--- src/source/sprite_pkg.sv ---
package sprite_pkg;

  // horizontal raster, in pixel clocks
  localparam int H_DISPLAY = 256;
  localparam int H_FRONT = 7;
  localparam int H_SYNC = 23;
  localparam int H_BACK = 23;
  localparam int H_TOTAL = H_DISPLAY + H_FRONT + H_SYNC + H_BACK;

  // vertical raster, in lines
  localparam int V_DISPLAY = 240;
  localparam int V_FRONT = 5;
  localparam int V_SYNC = 3;
  localparam int V_BACK = 14;
  localparam int V_TOTAL = V_DISPLAY + V_FRONT + V_SYNC + V_BACK;

  // width of the raster position counters
  localparam int POS_W = 9;

  // drawn sprite size; 8 stored columns are mirrored to 16
  localparam int SPRITE_W = 16;
  localparam int SPRITE_H = 16;
  localparam int ROM_ROWS = 16;

  // car image, row 0 first, bit 0 is the leftmost drawn pixel
  localparam logic [0:ROM_ROWS-1][7:0] CAR_BITMAP = {
    8'h30, 8'h77, 8'hE6, 8'hFF,
    8'hE6, 8'h67, 8'h30, 8'h30,
    8'h30, 8'h70, 8'h60, 8'hE0,
    8'hEC, 8'hFC, 8'hCC, 8'h0C
  };

endpackage

--- src/source/video_timing.sv ---
module video_timing
  import sprite_pkg::*;
(
  input  logic             clk,
  input  logic             rst,
  output logic [POS_W-1:0] hpos,
  output logic [POS_W-1:0] vpos,
  output logic             hsync,
  output logic             vsync,
  output logic             display_on,
  output logic             line_strobe,
  output logic             frame_strobe
);

  logic h_last;
  logic v_last;

  assign h_last = (hpos == POS_W'(H_TOTAL - 1));
  assign v_last = (vpos == POS_W'(V_TOTAL - 1));

  // pixel counter runs every clock, line counter steps on wrap
  always_ff @(posedge clk) begin
    if (rst) begin
      hpos <= '0;
      vpos <= '0;
    end else if (h_last) begin
      hpos <= '0;
      if (v_last) begin
        vpos <= '0;
      end else begin
        vpos <= vpos + 1'b1;
      end
    end else begin
      hpos <= hpos + 1'b1;
    end
  end

  // sync windows sit after the front porch
  assign hsync = (hpos >= POS_W'(H_DISPLAY + H_FRONT)) &&
                 (hpos < POS_W'(H_DISPLAY + H_FRONT + H_SYNC));
  assign vsync = (vpos >= POS_W'(V_DISPLAY + V_FRONT)) &&
                 (vpos < POS_W'(V_DISPLAY + V_FRONT + V_SYNC));

  // strobes mark the first cycle of each sync pulse
  assign line_strobe = (hpos == POS_W'(H_DISPLAY + H_FRONT));
  assign frame_strobe = line_strobe && (vpos == POS_W'(V_DISPLAY + V_FRONT));

  assign display_on = (hpos < POS_W'(H_DISPLAY)) && (vpos < POS_W'(V_DISPLAY));

  // counters must never leave the frame
  a_pos_in_frame: assert property (
    @(posedge clk) disable iff (rst)
    (hpos < POS_W'(H_TOTAL)) && (vpos < POS_W'(V_TOTAL))
  );

endmodule

--- src/source/car_rom.sv ---
module car_rom
  import sprite_pkg::*;
(
  input  logic       clk,
  input  logic [3:0] rom_row,
  output logic [7:0] rom_bits
);

  logic [7:0] rom [ROM_ROWS];

  // image contents are fixed at build time
  initial begin
    for (int i = 0; i < ROM_ROWS; i++) begin
      rom[i] = CAR_BITMAP[i];
    end
  end

  // one clock of read latency, the renderer latches on the following cycle
  always_ff @(posedge clk) begin
    rom_bits <= rom[rom_row];
  end

endmodule

--- src/source/sprite_renderer.sv ---
module sprite_renderer
  import sprite_pkg::*;
(
  input  logic       clk,
  input  logic       rst,
  input  logic       vstart,
  input  logic       hstart,
  input  logic       load,
  output logic [3:0] rom_row,
  input  logic [7:0] rom_bits,
  output logic       gfx
);

  logic       y_active;
  logic       x_active;
  logic       loading;
  logic [3:0] y_count;
  logic [3:0] x_count;
  logic [7:0] row_bits;
  logic       pixel;

  // rows are stored upside down, so the first fetch reads row 15
  assign rom_row = ~y_count;

  // left half walks bits 0..7, right half walks back 7..0
  assign pixel = row_bits[x_count[3] ? ~x_count[2:0] : x_count[2:0]];

  always_ff @(posedge clk) begin
    if (rst) begin
      y_active <= 1'b0;
      x_active <= 1'b0;
      loading <= 1'b0;
      y_count <= '0;
      x_count <= '0;
      gfx <= 1'b0;
    end else begin
      gfx <= 1'b0;
      if (y_active && load) begin
        // rom sees rom_row this cycle, data is back next cycle
        loading <= 1'b1;
      end else if (loading) begin
        loading <= 1'b0;
        y_count <= y_count + 1'b1;
      end else if (vstart) begin
        y_active <= 1'b1;
      end else if (hstart && y_active) begin
        x_active <= 1'b1;
      end else if (x_active && y_active) begin
        gfx <= pixel;
        x_count <= x_count + 1'b1;
        if (x_count == 4'(SPRITE_W - 1)) begin
          x_active <= 1'b0;
          // row count has wrapped after the last fetch
          if (y_count == '0) begin
            y_active <= 1'b0;
          end
        end
      end
    end
  end

  // row data only changes while no pixels are shifting out
  always_ff @(posedge clk) begin
    if (rst) begin
      row_bits <= '0;
    end else if (loading) begin
      row_bits <= rom_bits;
    end
  end

  a_x_needs_y: assert property (
    @(posedge clk) disable iff (rst)
    x_active |-> y_active
  );

  // a pixel can only be driven on the cycle after an active column
  a_gfx_quiet: assert property (
    @(posedge clk) disable iff (rst)
    !x_active |=> !gfx
  );

  a_load_single: assert property (
    @(posedge clk) disable iff (rst)
    loading |=> !loading
  );

endmodule

--- src/source/paddle_capture.sv ---
module paddle_capture
  import sprite_pkg::*;
(
  input  logic             clk,
  input  logic             rst,
  input  logic             line_strobe,
  input  logic             frame_strobe,
  input  logic [POS_W-1:0] vpos,
  input  logic             hpaddle,
  input  logic             vpaddle,
  output logic [7:0]       player_x,
  output logic [7:0]       player_y
);

  logic [7:0] shadow_x;
  logic [7:0] shadow_y;
  logic [7:0] next_x;
  logic [7:0] next_y;

  // comparators are active low, the trip line becomes the coordinate
  always_comb begin
    next_x = shadow_x;
    next_y = shadow_y;
    if (line_strobe && !hpaddle) begin
      next_x = vpos[7:0];
    end
    if (line_strobe && !vpaddle) begin
      next_y = vpos[7:0];
    end
  end

  always_ff @(posedge clk) begin
    if (rst) begin
      shadow_x <= '0;
      shadow_y <= '0;
      player_x <= '0;
      player_y <= '0;
    end else begin
      shadow_x <= next_x;
      shadow_y <= next_y;
      // commit both together during vertical sync
      if (frame_strobe) begin
        player_x <= next_x;
        player_y <= next_y;
      end
    end
  end

endmodule

--- src/source/sprite_display_top.sv ---
module sprite_display_top
  import sprite_pkg::*;
(
  input  logic             clk,
  input  logic             rst,
  input  logic             hpaddle,
  input  logic             vpaddle,
  output logic             hsync,
  output logic             vsync,
  output logic             display_on,
  output logic [POS_W-1:0] hpos,
  output logic [POS_W-1:0] vpos,
  output logic [2:0]       rgb
);

  logic       line_strobe;
  logic       frame_strobe;
  logic [7:0] player_x;
  logic [7:0] player_y;
  logic       vstart;
  logic       hstart;
  logic [3:0] rom_row;
  logic [7:0] rom_bits;
  logic       gfx;

  video_timing u_video_timing (
    .clk          (clk),
    .rst          (rst),
    .hpos         (hpos),
    .vpos         (vpos),
    .hsync        (hsync),
    .vsync        (vsync),
    .display_on   (display_on),
    .line_strobe  (line_strobe),
    .frame_strobe (frame_strobe)
  );

  paddle_capture u_paddle_capture (
    .clk          (clk),
    .rst          (rst),
    .line_strobe  (line_strobe),
    .frame_strobe (frame_strobe),
    .vpos         (vpos),
    .hpaddle      (hpaddle),
    .vpaddle      (vpaddle),
    .player_x     (player_x),
    .player_y     (player_y)
  );

  // start compares against the raster position
  assign vstart = ({1'b0, player_y} == vpos);
  assign hstart = ({1'b0, player_x} == hpos);

  car_rom u_car_rom (
    .clk      (clk),
    .rom_row  (rom_row),
    .rom_bits (rom_bits)
  );

  sprite_renderer u_sprite_renderer (
    .clk      (clk),
    .rst      (rst),
    .vstart   (vstart),
    .hstart   (hstart),
    .load     (line_strobe),
    .rom_row  (rom_row),
    .rom_bits (rom_bits),
    .gfx      (gfx)
  );

  // monochrome sprite, all channels on together
  assign rgb = {3{display_on & gfx}};

endmodule

--- config.mk ---
export PLATFORM = sky130hd
export DESIGN_NAME = sprite_display_top
export DESIGN_NICKNAME = d
export VERILOG_FILES = /design/src/source/sprite_pkg.sv /design/src/source/video_timing.sv /design/src/source/car_rom.sv /design/src/source/sprite_renderer.sv /design/src/source/paddle_capture.sv /design/src/source/sprite_display_top.sv
export SDC_FILE = /design/constraint.sdc
export NUM_CORES = 1
export LEC_CHECK = 0
export BUFFER_PORTS_ARGS = -buffer_cell sky130_fd_sc_hd__buf_2
export CAP_MARGIN = 0
export CORE_MARGIN = 2
export CORE_UTILIZATION = 35
export CTS_CLUSTER_DIAMETER = 100
export CTS_CLUSTER_SIZE = 30
export DETAILED_ROUTE_END_ITERATION = 6
export PLACE_DENSITY = 0.5
export SLEW_MARGIN = 15
export SYNTH_ARGS = -nofsm -noshare
export SYNTH_HDL_FRONTEND = slang
export SYNTH_SLANG_ARGS = --single-unit
--- constraint.sdc ---
create_clock -name clk -period 3.7 [get_ports clk]
set_input_delay 0.185 -clock clk [delete_from_list [all_inputs] [get_ports clk]]
set_output_delay 0.185 -clock clk [all_outputs]
set_load 0.02 [all_outputs]
Word-level counts from Yosys, hierarchy flattened:

Memory sizes are Yosys's and may differ from the RTL's. A register that Yosys moved wholly into a read port is not among the register bits.
Cells that the tools add are included.

* register bits after elaboration: 70
* bits in read-only memories: 128
* input port bits: 4
* output and inout port bits: 24
* word-level logic and storage cells: 79
* memories: 1

* $add $sub $neg: 4
* magnitude comparators: 7
* equal/unequal tests: 8
* muxes and demuxes: 15
* bitwise operators: 8
* reduce and logical (&&, ||, !) cells: 23

Memory list
* u_car_rom.rom: depth 16, bits a word 8, rd ports 1, clocked after Yosys merged registers in 1, wr ports 0, line car_rom.sv:9 `logic [7:0] rom [ROM_ROWS];`

Operators by type and width (number)
* $eq 9x9->1 const B: 3
* $add 9x1->9 const B: 2
* $eq 8x9->1: 2
* $lt 9x8->1 const B: 2
* $lt 9x9->1 const B: 2
* $mux 8: 2
* $mux 1: 10
* $reduce_and 5->1: 2
* $reduce_bool 2->1: 5
* $eq 9x8->1 const B: 1
* $ge 9x8->1 const B: 1
* $ge 9x9->1 const B: 1
* $logic_and 1x1->1: 9
* $mux 9: 1
* $add 4x1->4 const B: 2
* $reduce_and 6->1: 1
* $reduce_or 6->1: 1
* $not 1->1: 5
* $eq 4x4->1 const B: 1
* $logic_not 4->1: 1
* $lt 3x4->1 const B: 1
* $not 4->4: 1
* $bmux 1 s3: 1
* $mux 3: 1
* other kinds (6): 7

Logic depth before layout (Yosys ltp):

Gate-level depths: netlist (run 1).

* word-level depth: 6
* depth in mapped cells: 8
* mapped depth without buffers: 7

By module:

A second synthesis (run 1) with hierarchy kept.

* cells, all modules: 377
* area, all modules: 3570.9 sq um

By module, submodules not included
* paddle_capture: instances 1, cells each 106, area an instance 1101.1 sq um, sequential area each 640.6 sq um
* video_timing: instances 1, cells each 110, area an instance 983.4 sq um, sequential area each 360.3 sq um
* sprite_renderer: instances 1, cells each 104, area an instance 954.7 sq um, sequential area each 400.4 sq um
* car_rom: instances 1, cells each 32, area an instance 322.8 sq um, sequential area each 160.2 sq um
* sprite_display_top: instances 1, cells each 25, area an instance 209.0 sq um, sequential area each 0.0 sq um

Least setup slack after synthesis (run 1):

OpenSTA, ideal clock, no wires.

* path type: flip-flop to output port
* from: register u_video_timing.vpos[6]
* to: output port rgb[1]
* arrival time: 1.876 ns
* required time: 3.515 ns
* slack: 1.639 ns
* stages on the path, launching flop included: 6
* buffers on the path: 2
* cell sequence: dfxtp_1 -> buf_2 -> nand4_1 -> nor3b_1 -> and2_1 -> buf_4

* cells in the longest elaborated chain, start to end: 3

RTL lines
* from (decl): line video_timing.sv:7 `output logic [POS_W-1:0] vpos,`
* from (signal assigned): line video_timing.sv:31 `vpos <= vpos + 1'b1;`
* $lt 9x8->1: line video_timing.sv:48 `assign display_on = (hpos < POS_W'(H_DISPLAY)) && (vpos < POS_W'(V_DISPLAY));`
* $logic_and 1x1->1: line video_timing.sv:48
* net display_on: line sprite_display_top.sv:10 `output logic display_on,`
* $and 1x1->1: line sprite_display_top.sv:72 `assign rgb = {3{display_on & gfx}};`
* to (decl): line sprite_display_top.sv:13 `output logic [2:0] rgb`

The timed path passes the listed nets, and every way through them passes these cells.

Final worst setup path (run 1):

* from: register u_video_timing.hpos[1]
* to: register u_paddle_capture.player_y[1]

* cells in the longest elaborated chain, start to end: 3
* elaborated cells between the ends (all ways): 4
* classes of those cells: eq/ne (1); mux (1); reduce/logical (2)

RTL lines
* from (decl): line video_timing.sv:6 `output logic [POS_W-1:0] hpos,`
* from (signal assigned): line video_timing.sv:34 `hpos <= hpos + 1'b1;`
* $eq 9x9->1 *: line video_timing.sv:45 `assign line_strobe = (hpos == POS_W'(H_DISPLAY + H_FRONT));`
* $logic_and 1x1->1: line paddle_capture.sv:27 `if (line_strobe && !vpaddle) begin`
* $mux 8: line paddle_capture.sv:27
* to (signal assigned): line paddle_capture.sv:44 `player_y <= next_y;`
* to (decl): line paddle_capture.sv:12 `output logic [7:0] player_y`

Every way passes the cells marked *; elsewhere a longest branch is shown, timed or not.
A chain may end at the register's enable or synchronous reset.

==> impl_metrics.ini, run 1 <==
[routing]
ant_nets = 0
wl_per_cell_um = 14.1
drc = 0
detail_route.wirelength_mm = 7.52
drt-initial-drc-count = 101
drt-pass1-iter-count = 4
viasPerCell = 4.82
num_vias = 2571

[final_layout]
fin_util_pct = 39.9
drive_gt1_share_pct = 20.4
nets = 408
syn2layout_area_growth_pct = 10.4
diodes = 0
mostFrequentLayoutCell = dfxtp_1
final_cell_mix = dfxtp_1, nor2_1, mux2i_1

[yosys]
ys_ff_latch = 78
synth_area_per_cell_um2 = 9.84
synthFlopType = dfxtp_1
seq_area_frac_synth_pct = 41.9
ys_warn_count = 0
syn_inst = 379
synth_edf_count = 0
synth_area_um2 = 3730
async_flop_share_pct = 0
yosysUniqueCellTypes = 55
syn_nets = 395

[placement]
gp_congestion = 0.772
dp_hpwl_mm = 5.34
port-buffer-count = 27
pre_cts_slack_ns = 1.05

[worst_setup_path]
crit_arrival_ns = 2.93
crit_path_max_incr_delay_ns = 0.76
cp.required_ns = 3.98
cp.buffers_inverters = 1
crit_family = simple AND/OR/NAND/NOR gates
endpoint_kind = flip-flop
critPathMaxFanout = 17
crit_chain = ha_1 > and2b_2 > nand3_4 > nor4_4 > buf_4 > nor2_1 > a211oi_2
critical_path.startpoint_type = flip-flop
cp_slowest_cell = nor4_4
worst-setup-path-type = reg2reg

[clock_network]
clkLatencyLatePin_ns = 0.36
clockRootBuffer = clkbuf_8
cts_hold_buf = 0
cts_sinks = 78
cts_tree = built
cts_inserted_buffers = 9
clk_path_buf_depth = 2
post_cts_buffers = 0
h-tree-depth = 3
clkTransAtPathRegs_ns = 0.09
cts-resized-gates = 0

[status]
status = completed

[job]
drv_cap = 0

[sta]
slew-limit-headroom_pct = 41.1
finalCriticalPeriod_ns = 2.65
grt_setup_unrepaired = false
timing.fmax_mhz = 377
worstMarginPinSlew_ns = 0.876
fin_setup_tns_ns = 0
slew_viol_final = 0
finalCritPeriodShare_pct = 71.7
hold_viol_final = 0
final-setup-viol-count = 0
finClkSkew_ns = 0.00950
setup_ws_ns = 1.05

[power]
p_leak_uw = 0.00153
power.density_nw_per_um2 = 395
max-vdd-ir-drop_v = 0.000205

[floorplanning]
dieArea_um2 = 11500
ios = 28
std_cell_rows = 37
initial_core_util_pct = 36.1
die_h_um = 107
fp.dieW_um = 107
core_um2 = 10300

[global_route]
overflow = 0
grt_first_pass_wirelength_mm = 12.8
antenna_found_initial = 0
grt_pass1_vias = 2516
grt_max_degree = 33
track_usage_pct = 14.3

[hold_path]
hp-class = in2reg
cells in the mapped netlist, types with 9 or more instances:
| cell type | number | area share [%] |
|---|---|---|
| inv_1 | 13 | 1.3 |
| xor2_1 | 15 | 3.5 |
| dfxtp_1 | 78 | 42 |
| nor2_1 | 71 | 7.1 |
| buf_2 | 10 | 1.3 |
| xnor2_1 | 16 | 3.8 |
| ha_1 | 12 | 4.0 |
| a211oi_2 | 14 | 4.7 |
| nand2_1 | 14 | 1.4 |
| nand4_1 | 11 | 1.8 |
| mux2i_1 | 29 | 7.8 |
| nand3_1 | 9 | 1.2 |
final timing paths:
check	from	endpoint	slack (ns)	cells past startpoint
setup reg to reg	u_video_timing.hpos[1]	u_paddle_capture.player_y[1]	1.05	7
hold reg to reg	u_car_rom.rom_bits[1]	u_sprite_renderer.row_bits[1]	0.47	2
setup / recovery	u_video_timing.hpos[1]	u_paddle_capture.player_y[1]	1.05	7
hold / removal	rst	u_sprite_renderer.row_bits[0]	0.26	2
kinds of logic (layout without fill, tap and decap cells):
kind of cell / Yosys count / count (layout) / synth area share [%]
compound gates: 40 / 40 / 9.79
fa+ha+maj: 12 / 12 / 4.02
xor+xnor: 32 / 32 / 7.71
flops: 78 / 78 / 41.9
mux: 35 / 35 / 11.2
buf+inv: 40 / 58 / 5.70
simple gates: 142 / 142 / 19.7
per-layer routing:
layer	part of all wire (%)	vias to the layer above	GRT usage, %
li1	-	1337	-
met1	48	1193	17.9
met2	48	32	23.5
met3	3.4	9	3.39
met4	1.5	0	6.22
met5	0	-	0
flip-flops by register name, indices dropped and copies added, names as in the netlist:
name                        count
u_paddle_capture.player_x       8
u_paddle_capture.player_y       8
u_sprite_renderer.y_active      1
u_paddle_capture.shadow_y       8
u_video_timing.hpos             9
u_sprite_renderer.y_count       4
u_sprite_renderer.row_bits      8
u_video_timing.vpos             9
u_paddle_capture.shadow_x       8
u_sprite_renderer.loading       1
u_sprite_renderer.x_active      1
u_sprite_renderer.gfx           1
u_sprite_renderer.x_count       4
u_car_rom.rom_bits              8
final cells by class:
type | count | area, um2
Multi-Input combinational cell | 261 | 1960
Fill cell | 1033 | 6200
Sequential cell | 78 | 1560
Clock inverter | 6 | 93.8
Inverter | 13 | 48.8
Clock buffer | 10 | 138
Timing Repair Buffer | 29 | 150
Tap cell | 136 | 170
through the flow:
stage	total power (uW)	instances	instance area [um2]	hold slack, ns
CTS	1660	533	4120	0.262
floorplan	903	379	3730	0.441
global route	1690	533	4120	0.277
finish	1630	533	4120	0.264
detailed placement	914	517	3890	0.456
global placement	914	517	3890	0.447
report_power, final:
part	internal, uW	switching (uW)	total, uW
clock	403	331	734
combinational	13.7	31.1	44.8
sequential	842	7.21	849
No activity file was read; power rests on OpenSTA's default activity.
==> run 2, diff against run 1 <==
- clock period: 3.7 -> 2.65 ns (I/O delays scaled with it)
==> run 2 against run 1 <==
Global-route usage up 0.18 points; wire length up 2.5%; hold slack got worse by 0.20 ns; critical path depth did not move; utilization up 0.50 points; design area increased by 1.2%; clock-buffer cell count up 1; first-iteration DRC count decreased by 20%; total power rose by 34%; final cell count grew 1.9%; worst setup slack got worse by 0.49 ns; clock power grew 26%.
==> impl_metrics.ini, run 2 (synthesized netlist as in run 1, its figures left out) <==
[sta]
slew_viol_final = 0
finClkSkew_ns = 0.0112
setup_ws_ns = 0.557
hold_viol_final = 0
timing.fmax_mhz = 478
fin_setup_tns_ns = 0
finalCritPeriodShare_pct = 79.0
grt_setup_unrepaired = false
final-setup-viol-count = 0
worstMarginPinSlew_ns = 0.697
finalCriticalPeriod_ns = 2.09
slew-limit-headroom_pct = 53.5

[power]
switching_share_pct = 22.7
power.density_nw_per_um2 = 522
seq_power_share_pct = 54.5
p_int_uw = 1680
pwr-share-comb_pct = 2.8
max-vdd-ir-drop_v = 0.000201
power_switching_uw = 493
clockPowerShare_pct = 42.6
p_leak_uw = 0.00158

[floorplanning]
std_cell_rows = 37
fp.dieW_um = 107
ios = 28
die_h_um = 107
core_um2 = 10300
dieArea_um2 = 11500
initial_core_util_pct = 36.1

[final_layout]
fillers = 1060
diodes = 0
reg_top3 = u_video_timing.hpos: 9 flops, u_video_timing.vpos: 9 flops
fin_area_um2 = 4170
nets = 418
fin_util_pct = 40.4
syn2layout_area_growth_pct = 11.8
drive_gt1_share_pct = 22.4
mostFrequentLayoutCell = dfxtp_1
final_cell_mix = dfxtp_1, nor2_1, mux2i_1
register_area_um2 = 1560
multi_input_area_um2 = 1960

[global_route]
gr-usage-met2_pct = 22.7
grt_max_degree = 48
track_usage_pct = 14.5
grt_first_pass_wirelength_mm = 12.9
grtUsageMet1_pct = 19.1
grt.busiest_layer = met2
antenna_found_initial = 0
grt_use_met3_pct = 2.85
overflow = 0
grt_pass1_vias = 2565

[hold_path]
hp-class = in2reg
hold_path_depth = 2

[routing]
detail_route.wirelength_mm = 7.70
drt-pass1-iter-count = 4
num_vias = 2675
wl_per_cell_um = 14.2
ant_nets = 0
drt-initial-drc-count = 81
drc = 0
viasPerCell = 4.93

[worst_setup_path]
crit_arrival_ns = 2.35
reg2reg_depth = 7
cp.required_ns = 2.91
endpoint_kind = flip-flop
critical_path.startpoint_type = flip-flop
worst-setup-path-type = reg2reg
critPathMaxFanout = 16

[placement]
pre_cts_slack_ns = 0.571
placed_cell_area_um2 = 3960
gp_congestion = 0.789
dp_hpwl_mm = 5.48
port-buffer-count = 27

[clock_network]
clkTransAtPathRegs_ns = 0.08
cts_tree = built
post_cts_buffers = 0
cts_sinks = 78
cts_hold_buf = 0
clockRootBuffer = clkbuf_8
cts-resized-gates = 0
h-tree-depth = 3
clkLatencyLatePin_ns = 0.35
clk_path_buf_depth = 2
cts_inserted_buffers = 9

[job]
drv_cap = 0

[status]
status = completed
run 2: power by group through the flow:
stage | registers, uW | clock network [uW] | logic, uW
4_1_cts | 1190 | 961 | 62.4
5_1_grt | 1190 | 1020 | 68.6
6_report | 1190 | 927 | 61.5
3_5_place_dp | 1210 | 0 | 62.4
3_3_place_gp | 1210 | 0 | 63.3
2_1_floorplan | 1210 | 0 | 46.9
run 2: worst max-delay path, cell delays in order, from the launching register on:
cell	delay (ns)
dfxtp_1	0.49
ha_1	0.31
and2b_2	0.23
nand3_4	0.14
nor4_4	0.28
buf_4	0.27
nor2_1	0.06
a211oi_1	0.23
run 2: area by class of cell:
cell class / count / share of cell area, %
well taps: 136 / 4.08
clock buffers: 11 / 3.63
inverters: 13 / 1.17
flip-flops and latches: 78 / 37.4
clock inverters: 5 / 1.35
multi-input cells: 261 / 46.9
repair buffers: 39 / 5.40
run 2: layer usage:
layer / vias to the layer above / wire length, um
li1: 1356 / -
met4: 0 / 150
met3: 12 / 185
met1: 1278 / 3860
met2: 29 / 3500
met5: - / 0
run 2: final timing paths:
check	from	end	slack [ns]
worst min-delay path	rst	u_sprite_renderer.x_count[3]	0.06
worst max register to register	u_video_timing.hpos[1]	u_paddle_capture.player_x[0]	0.56
worst min register to register	u_car_rom.rom_bits[2]	u_sprite_renderer.row_bits[2]	0.47
worst max-delay path	u_video_timing.hpos[1]	u_paddle_capture.player_x[0]	0.56
run 2: per-stage QoR:
stage / hold slack [ns] / power (uW) / std cells
2_1_floorplan: 0.416 / 1260 / 379
3_3_place_gp: 0.434 / 1280 / 527
3_5_place_dp: 0.433 / 1280 / 527
4_1_cts: 0.0458 / 2210 / 543
5_1_grt: 0.0559 / 2270 / 543
6_report: 0.0626 / 2180 / 543
